--- src/chdr_pkg.sv ---
/*
 * CHDR receive path definitions.
 * Line and word widths, header field positions, FIFO sizing
 * and the deframer state encoding.
 */
package chdr_pkg;

   // Stream widths.
   localparam int CHDR_W  = 64;   // Input line.
   localparam int ITEM_W  = 32;   // Output word.
   localparam int TUSER_W = 128;  // Header and timestamp sideband.

   // Header field widths.
   localparam int SEQ_W = 12;
   localparam int LEN_W = 16;

   // Field positions within the header line.
   localparam int HAS_TIME_BIT = 61;
   localparam int EOB_BIT      = 60;
   localparam int SEQ_LSB      = 48;
   localparam int LEN_LSB      = 32;  // Bytes, header and timestamp included.
   localparam int SID_LSB      = 0;

   // Width of the sequence gap counter.
   localparam int ERR_CNT_W = 16;

   // FIFO depths as log2.
   localparam int HDR_FIFO_SIZE  = 5;
   localparam int BODY_FIFO_SIZE = 5;

   /* Deframer line routing.
      Header, then optional timestamp, then body lines up to tlast. */
   typedef enum logic [1:0] {
      ST_HEAD,
      ST_TIME,
      ST_BODY
   } deframe_state_t;

endpackage

--- src/chdr_seq_monitor.sv ---
`timescale 1ns/1ps
/*
 * CHDR sequence monitor.
 * Checks that each delivered packet carries the previous sequence number plus one
 * and counts the gaps.
 */
module chdr_seq_monitor (
   input  logic                            clk,
   input  logic                            i_rst_n,
   input  logic                            i_clear,
   input  logic [chdr_pkg::TUSER_W-1:0]    i_tuser,
   input  logic                            i_tvalid,
   input  logic                            i_tready,
   input  logic                            i_tlast,
   output logic                            o_seq_err,
   output logic [chdr_pkg::ERR_CNT_W-1:0]  o_seq_err_count
);
   import chdr_pkg::*;

   logic                 xfer;
   logic                 sop;         // Next transfer starts a packet.
   logic                 seen_first;
   logic [SEQ_W-1:0]     pkt_seq;
   logic [SEQ_W-1:0]     prev_seq;
   logic [SEQ_W-1:0]     exp_seq;
   logic                 gap;
   logic [ERR_CNT_W-1:0] err_count;
   logic                 seq_err;

   assign xfer    = i_tvalid && i_tready;
   assign pkt_seq = i_tuser[CHDR_W + SEQ_LSB +: SEQ_W];
   assign exp_seq = prev_seq + 1'b1;  // Wraps at 4096.
   assign gap     = seen_first && (pkt_seq != exp_seq);

   always_ff @(posedge clk)
   begin
      if (!i_rst_n || i_clear)
      begin
         sop        <= 1'b1;
         seen_first <= 1'b0;
         seq_err    <= 1'b0;
         err_count  <= '0;
      end
      else
      begin
         seq_err <= 1'b0;
         if (xfer)
            sop <= i_tlast;
         if (xfer && sop)
         begin
            seen_first <= 1'b1;
            if (gap)
            begin
               seq_err <= 1'b1;
               if (err_count != {ERR_CNT_W{1'b1}})
                  err_count <= err_count + 1'b1;  // Saturates.
            end
         end
      end
   end

   // Sequence number of the last packet start.
   always_ff @(posedge clk)
   begin
      if (xfer && sop)
         prev_seq <= pkt_seq;
   end

   assign o_seq_err       = seq_err;
   assign o_seq_err_count = err_count;

endmodule

--- config.mk ---
export PLATFORM = sky130hd
export DESIGN_NAME = chdr_seq_monitor
export DESIGN_NICKNAME = d
export VERILOG_FILES = /design/src/chdr_pkg.sv /design/src/chdr_seq_monitor.sv
export SDC_FILE = /design/constraint.sdc
export NUM_CORES = 1
export LEC_CHECK = 0
export BUFFER_PORTS_ARGS = -buffer_cell sky130_fd_sc_hd__buf_2
export CAP_MARGIN = 20
export CORE_ASPECT_RATIO = 1.4
export CORE_MARGIN = 8
export CORE_UTILIZATION = 42
export DETAILED_ROUTE_END_ITERATION = 8
export MAX_ROUTING_LAYER = met4
export PLACE_DENSITY = 0.94
export SLEW_MARGIN = 20
export SYNTH_ARGS = -nofsm -noshare
export SYNTH_HDL_FRONTEND = slang
export SYNTH_SLANG_ARGS = --single-unit
--- constraint.sdc ---
create_clock -name clk -period 3.6 [get_ports clk]
set_clock_uncertainty 0.15 [all_clocks]
set_input_delay 0.18 -clock clk [delete_from_list [all_inputs] [get_ports clk]]
set_output_delay 0.18 -clock clk [all_outputs]
set_load 0.1 [all_outputs]
Yosys cells after proc, flatten, opt, wreduce, memory -nomap -nowiden --
Index checks and enable logic that the tools add are counted.
Word-level totals: input bits 134, register bits after elaboration 31, logic and storage cells 18, output and inout bits 17
Operators by class: reductions and logical operators 7, add/sub/neg operators 2, muxes and demuxes 1, equal/unequal tests 2, bitwise logic cells 1
Operators with widths (count):
- adder 16 x 1 -> 16 bit (second input constant) | 1
- != test 16 bit (second input constant) | 1
- adder 12 x 1 -> 12 bit (second input constant) | 1
- != test 12 bit | 1
- logical AND 1 bit | 3
- AND reduction 3 bit | 1
- OR reduction 2 bit | 1
- zero test 1 bit | 1
- logical OR 1 bit | 1
- two-way mux 1 bit | 1
- inverter 1 bit | 1

Depth between registers and ports, before layout --
Gate-level depths: netlist of the first run.
depth in word-level cells 4, mapped depth 9, depth with buffers taken out 8

Worst setup path before layout of the first run --
Ideal clock, no wire load.
path type reg-to-reg, start point reg err_count[2] (netlist: o_seq_err_count[2]), end point reg err_count[10] (netlist: o_seq_err_count[10]), data arrival time 2.404 ns, path buffers 0, required time 3.329 ns, cell stages (with the launch flop) 8, path slack 0.926 ns, cells stage by stage dfxtp_1 > and4_1 > nand4_1 > nand2b_1 > and2_1 > a21o_1 > o2111ai_1 > a21oi_1
On the way: word-level cells in the longest chain between the ends 2
RTL lines:
- start, declared | RTL line chdr_seq_monitor.sv:27 | logic [ERR_CNT_W-1:0] err_count;
- start signal, assigned | RTL line chdr_seq_monitor.sv:56 | err_count <= err_count + 1'b1;
- parallel branches: the longest is 2 deep, another holds adder 16 x 1 -> 16 bit
Several ways; the timed one is not identified. A chain may end at the register's enable or synchronous reset.

Final worst setup path of the first run --
start point reg prev_seq[0], end point reg err_count[15] (netlist: o_seq_err_count[15])
On the way: word-level cells in the longest chain between the ends 4
RTL lines:
- start, declared | RTL line chdr_seq_monitor.sv:24 | logic [SEQ_W-1:0] prev_seq;
- start signal, assigned | RTL line chdr_seq_monitor.sv:66 | prev_seq <= pkt_seq;
- adder 12 x 1 -> 12 bit | RTL line chdr_seq_monitor.sv:32 | assign exp_seq = prev_seq + 1'b1;
- != test 12 bit | RTL line chdr_seq_monitor.sv:33 | assign gap = seen_first && (pkt_seq != exp_seq);
- logical AND 1 bit | RTL line chdr_seq_monitor.sv:33
- AND reduction 3 bit (no line)
Every way passes these cells.

==> impl_metrics.yaml, run 1 <==
pwr:
  seq_power_share_pct: 50.2
  vdd_drop_max_uv: 184.2
  switching_power_mw: 0.1736
  sw_frac_of_total_pct: 22.91
  cellPowerDensity_nw_per_um2: 331.0
  internal_power_mw: 0.5840
  power_mw: 0.7576
  p_comb_share_pct: 9.9
  clockPowerShare_pct: 39.8
  power.leakage_nw: 0.8144
routing:
  drc: 0
  vias_per_cell: 5.581
  ant_nets: 0
  wl_per_cell_um: 14.71
  drt_iter0_markers: 93
  first_pass_iters: 4
  vias: 1719
  wirelength_um: 4530
timing:
  setup_violations: 0
  final_hold_viol_count: 0
  maxSlewViolCount: 0
  slew-limit-headroom_pct: 58.06
  holdWs_ps: 3.707
  fmax_ghz: 0.3456
  setup_ws_ps: 706.6
  setup_tns_ps: 0
  tightestPinTransition_ps: 629.1
  post-route-min-period_ps: 2893
  timing.final.crit_share_pct: 80.37
  rsz0062_at_grt: "false"
cts:
  htreeDepth: 2
  cts_tree: "built"
  cts_buffer_depth: 2
  cts_setup_buffers: 0
  clock_sinks: 31
  cts-root-buf: "clkbuf_8"
  post_cts_resized: 0
  clk-insertion-delay-late_ps: 280
  cts-buffers-inserted: 5
  clk_pin_slew_ps: 60
synth:
  syn_area_um2: 1854
  synth_area_leader_cell: "dfxtp_1"
  yosys_warnings: 0
  ys_top_cells_by_count: "dfxtp_1, a21oi_1, edfxtp_1, nand2_1, nand3_1"
  syn_inst: 197
  synth_seq_cells: 31
  ys_seq_area_share_pct: 39.95
  synth-edff-count: 12
  synth.top_cell.area_share_pct: 20.51
  synthArstFlopShare_pct: 0
  syn_avg_cell_area_um2: 9.413
  synthFlopType: "dfxtp_1"
  ys_top_cells_by_area: "dfxtp_1, edfxtp_1, a21oi_1, xnor2_1, or4_1"
  synthDistinctLibCells: 50
  syn-num-nets: 333
  yosysMostFrequentCell: "dfxtp_1"
die:
  io_pins: 151
  core_um2: 4239
  num_rows: 28
  floorplan.initialDensity_pct: 43.74
  dieArea_um2: 6827
  die_h_um: 94.62
  die_x_um: 72.16
critical_path:
  end_kind: "flop"
  critPathMaxFanout: 26
  worst-setup-path-type: "flop to flop"
  critPathRequiredTime_ps: 3660
  worstSetupStartpointType: "flop"
  cp_data_arrival_time_ps: 2950
  crit_start: "prev_seq[0]"
  r2r-start: "prev_seq[0]"
final_layout:
  layout-drive-gt1-share_pct: 22.18
  fin_area_um2: 2288
  nNetsFinal: 383
  diodes: 0
  syn_to_final_growth_pct: 23.41
hold_path:
  worstHoldStart: "i_clear"
  hold_class: "primary input to flop"
global_route:
  grt_max_degree: 27
  track_usage_pct: 14.48
  antenna_found_initial: 0
  gr-total-overflow: 0
  grt_pass1_vias: 1749
  grt_pass1_wl_um: 7728
place:
  placed_cell_area_um2: 2058
  post-dp-hpwl_um: 3294
  gp_congestion: 0.8265
  place_ws_ps: 738.8
  io_buffers: 34
run_status:
  status: "finished, final reports clean"
job:
  maxCapViolations: 0
==> per-stage QoR <==
stage          utilization, %  std cells
4_1_cts                 53.98        308
3_5_place_dp            48.55        287
2_1_floorplan               -        197
6_report                53.98        308
3_3_place_gp            48.55        287
5_1_grt                 53.98        308
==> worst max-delay path, stage by stage, from the launching register on <==
cell      delay [ps]
edfxtp_1         480
ha_1             320
a21oi_1           60
or4_1            410
o2111a_1         180
nor3_2           240
nor3_2            80
buf_4            220
or4_1            530
a21oi_1          160
==> sequential cells by signal (all words and copies together) (netlist names) <==
| signal | count |
|---|---|
| o_seq_err_count | 16 |
| seen_first | 1 |
| sop | 1 |
| prev_seq | 12 |
| o_seq_err | 1 |
==> cells in the final DEF, fill, tap and decap left out, types with 6 or more instances in the layout <==
master / n
nand3_1: 10
o31ai_1: 6
or3_1: 9
dfxtp_1: 19
or4_1: 9
clkbuf_8: 7
xnor2_1: 9
nand2_1: 12
nor2_1: 6
dlygate4sd3_1: 13
edfxtp_1: 12
a21oi_1: 17
buf_2: 34
o21ai_0: 8
==> cell families (layout without fill, tap and decap cells) <==
kind of cell / after synthesis / in the layout / synth area share, %
AOI/OAI and AO/OA: 52 / 52 / 18.08
xor gates and xnor gates: 12 / 12 / 5.669
adders and majority gates: 2 / 2 / 1.349
buffers and inverters: 12 / 63 / 4.453
DFF: 31 / 31 / 39.95
muxes: 1 / 1 / 0.5398
and+or+nand+nor: 87 / 87 / 29.96
==> path summary, 6_finish.rpt <==
path | endpoint | slack (ps) | cells past startpoint
max reg2reg | o_seq_err_count[15] | 710 | 9
min reg2reg | sop | 310 | 2
min | sop | 4 | 3
max | o_seq_err_count[15] | 710 | 9
==> power groups by stage <==
stage	registers, mW	logic [mW]	clock network (mW)
4_1_cts	0.381	0.0762	0.307
2_1_floorplan	0.387	0.0436	0
6_report	0.381	0.0753	0.302
3_5_place_dp	0.388	0.0641	0
5_1_grt	0.382	0.0843	0.319
3_3_place_gp	0.388	0.0618	0
==> per-layer routing <==
| metal | part of all wire [%] | global-route usage (%) | up-vias | wire length (um) |
|---|---|---|---|---|
| li1 | - | - | 867 | - |
| met1 | 43 | 15.62 | 812 | 1948 |
| met2 | 51 | 24.24 | 32 | 2302 |
| met3 | 4.2 | 4.030 | 8 | 188 |
| met4 | 2.0 | 6.154 | 0 | 91 |
| met5 | 0 | - | - | 0 |
==> area by class of cell <==
type | count | area [um^2]
Fill cell | 415 | 1951
Multi-Input combinational cell | 154 | 1031
Sequential cell | 31 | 740.7
Timing Repair Buffer | 50 | 322.8
Clock buffer | 8 | 100.1
Tap cell | 60 | 75.07
Inverter | 5 | 18.77
==> what timing repair did <==
action | CTS | global route
hold buffers | 13 | 0
setup endpoints to repair | 0 | 0
hold endpoints to repair | 13 | 0
Note: power is estimated with default switching activity, not from simulation.
==> run 2, diff against run 1 <==
--- a/config.mk
+++ b/config.mk
@@ -9,10 +9,10 @@
 export CAP_MARGIN = 20
 export CORE_ASPECT_RATIO = 1.4
 export CORE_MARGIN = 8
-export CORE_UTILIZATION = 42
+export CORE_UTILIZATION = 39
 export DETAILED_ROUTE_END_ITERATION = 8
 export MAX_ROUTING_LAYER = met4
-export PLACE_DENSITY = 0.94
+export PLACE_DENSITY = 0.88
 export SLEW_MARGIN = 20
 export SYNTH_ARGS = -nofsm -noshare
 export SYNTH_HDL_FRONTEND = slang
==> constraint.sdc (replaced) <==
create_clock -name clk -period 2.7 [get_ports clk]
set_clock_uncertainty 0.15 [all_clocks]
set_input_delay 0.135 -clock clk [delete_from_list [all_inputs] [get_ports clk]]
set_output_delay 0.135 -clock clk [all_outputs]
set_load 0.1 [all_outputs]
==> impl_metrics.yaml, run 2 (synthesized netlist as in run 1, its figures left out) <==
run_status:
  status: "finished, final reports clean"
routing:
  first_pass_iters: 4
  drc: 0
  wl_per_cell_um: 14.80
  ant_nets: 0
  drt_iter0_markers: 122
  vias_per_cell: 5.547
  vias: 1775
  wirelength_um: 4737
place:
  gp_congestion: 0.8190
  post-dp-hpwl_um: 3472
  io_buffers: 34
  place_inst: 297
global_route:
  grt_pass1_vias: 1810
  antenna_found_initial: 0
  track_usage_pct: 14.26
  grt_pass1_wl_um: 7935
  grt_max_degree: 27
  gr-total-overflow: 0
pwr:
  power.leakage_nw: 0.8825
  switching_power_mw: 0.2518
  vdd_drop_max_uv: 382.5
  clockPowerShare_pct: 41.7
  cellPowerDensity_nw_per_um2: 441.2
  p_comb_share_pct: 11.0
  sw_frac_of_total_pct: 23.59
  seq_power_share_pct: 47.3
  internal_power_mw: 0.8159
timing:
  setup_violations: 0
  fmax_ghz: 0.3820
  final_hold_viol_count: 0
  setup_tns_ps: 0
  rsz0062_at_grt: "true"
  post-route-min-period_ps: 2618
  tightestPinTransition_ps: 633.1
  slew-limit-headroom_pct: 57.79
  timing.final.crit_share_pct: 96.94
  maxSlewViolCount: 0
die:
  die_h_um: 97.59
  num_rows: 29
  floorplan.initialDensity_pct: 40.56
  core_um2: 4572
  dieArea_um2: 7248
  die_x_um: 74.28
  io_pins: 151
final_layout:
  largest_register_ffs: 16
  nNetsFinal: 393
  final_cell_mix: "buf_2, dfxtp_1, a21oi_1"
  layout-drive-gt1-share_pct: 26.74
  fillers: 464
  final_common_cell: "buf_2"
  finalNonFillerCells: 320
  syn_to_final_growth_pct: 30.50
  fin_util_pct: 52.93
  diodes: 0
hold_path:
  min_to: "o_seq_err_count[14]"
  whs_path_depth: 4
  hold_class: "primary input to flop"
  worstHoldStart: "i_rst_n"
cts:
  clock_sinks: 31
  htreeDepth: 2
  cts_tree: "built"
  cts-buffers-inserted: 5
  clk_pin_slew_ps: 70
  cts-root-buf: "clkbuf_8"
  clk-insertion-delay-late_ps: 290
  cts_buffer_depth: 2
critical_path:
  worst-setup-path-type: "flop to flop"
  slowest_delay_ps: 530
  path_delay_family: "simple AND/OR/NAND/NOR gates"
  path_cells: "nand4_2 -> or4_1 -> o2111a_2 -> nor3_4 -> nor3_2 -> buf_12 -> or4_1 -> a21oi_1"
  r2r_cells: 8
  crit_top_cell: "or4_1"
  cp_data_arrival_time_ps: 2680
  cp.depth: 8
  worst_path_max_delay_cell: "or4_1"
  worstSetupStartpointType: "flop"
  r2r_slack_ps: 80
  worst-path-buf-inv: 1
  r2r-start: "prev_seq[7]"
  critPathMaxFanout: 26
  critPathRequiredTime_ps: 2760
  reg2reg_to: "o_seq_err_count[15]"
  end_kind: "flop"
job:
  maxCapViolations: 0
## run 2: through the flow
step           instance area [um^2]  worst slack (ps)  hold slack (ps)  total power [mW]
2_1_floorplan                  1854             25.65            83.87            0.5743
3_3_place_gp                   2133             155.9            188.0            0.6061
3_5_place_dp                   2133             79.84            190.1            0.6110
4_1_cts                        2386             51.85            129.5             1.068
5_1_grt                        2420            -9.309            164.0             1.108
6_report                       2420             82.50            137.2             1.068
## run 2: layout make-up
class / count / area (um^2) / share of cell area (%)
clock buffers: 7 / 107.6 / 4.447
clock inverters: 1 / 5.005 / 0.2068
inverters: 5 / 18.77 / 0.7756
multi-input cells: 154 / 1057 / 43.69
flip-flops and latches: 31 / 740.7 / 30.61
well taps: 62 / 77.57 / 3.206
repair buffers: 60 / 412.9 / 17.06
## run 2: power by group through the flow
| stage | clock [mW] | sequential (mW) | combinational (mW) |
|---|---|---|---|
| after CTS | 0.450 | 0.504 | 0.113 |
| after floorplan | 0 | 0.516 | 0.0581 |
| final | 0.445 | 0.505 | 0.118 |
| after global routing | 0.472 | 0.506 | 0.130 |
| after global placement | 0 | 0.514 | 0.0923 |
| after detailed placement | 0 | 0.515 | 0.0964 |
## run 2: timing repair
| action | 4_1_cts | 5_1_grt |
|---|---|---|
| gates resized for setup | 0 | 7 |
| buffers inserted | 0 | 1 |
| endpoints found under the setup margin | 0 | 9 |
| endpoints found under the hold margin | 13 | 0 |
| hold buffers | 14 | 0 |
## run 2: metal layers
layer	wire length, um	up-vias	track usage [%]
met5	0	-	-
met4	102	0	6.364
met3	133	9	3.616
met2	2523	39	24.18
met1	1977	837	14.81
li1	-	890	-
## run 2: worst reg2reg max path: stages (launching register included)
cell,delay (ps)
edfxtp_1,420
nand4_2,140
or4_1,530
o2111a_2,200
nor3_4,180
nor3_2,80
buf_12,170
or4_1,530
a21oi_1,150
## run 2: worst max path at each step
stage | startpoint | to | slack, ps
floorplan | o_seq_err_count[2] | o_seq_err_count[10] | 30
global placement | prev_seq[7] | o_seq_err_count[4] | 160
detailed placement | prev_seq[4] | o_seq_err_count[15] | 80
CTS | prev_seq[4] | o_seq_err_count[15] | 50
global route | prev_seq[1] | o_seq_err_count[10] | -9
finish | prev_seq[7] | o_seq_err_count[15] | 80
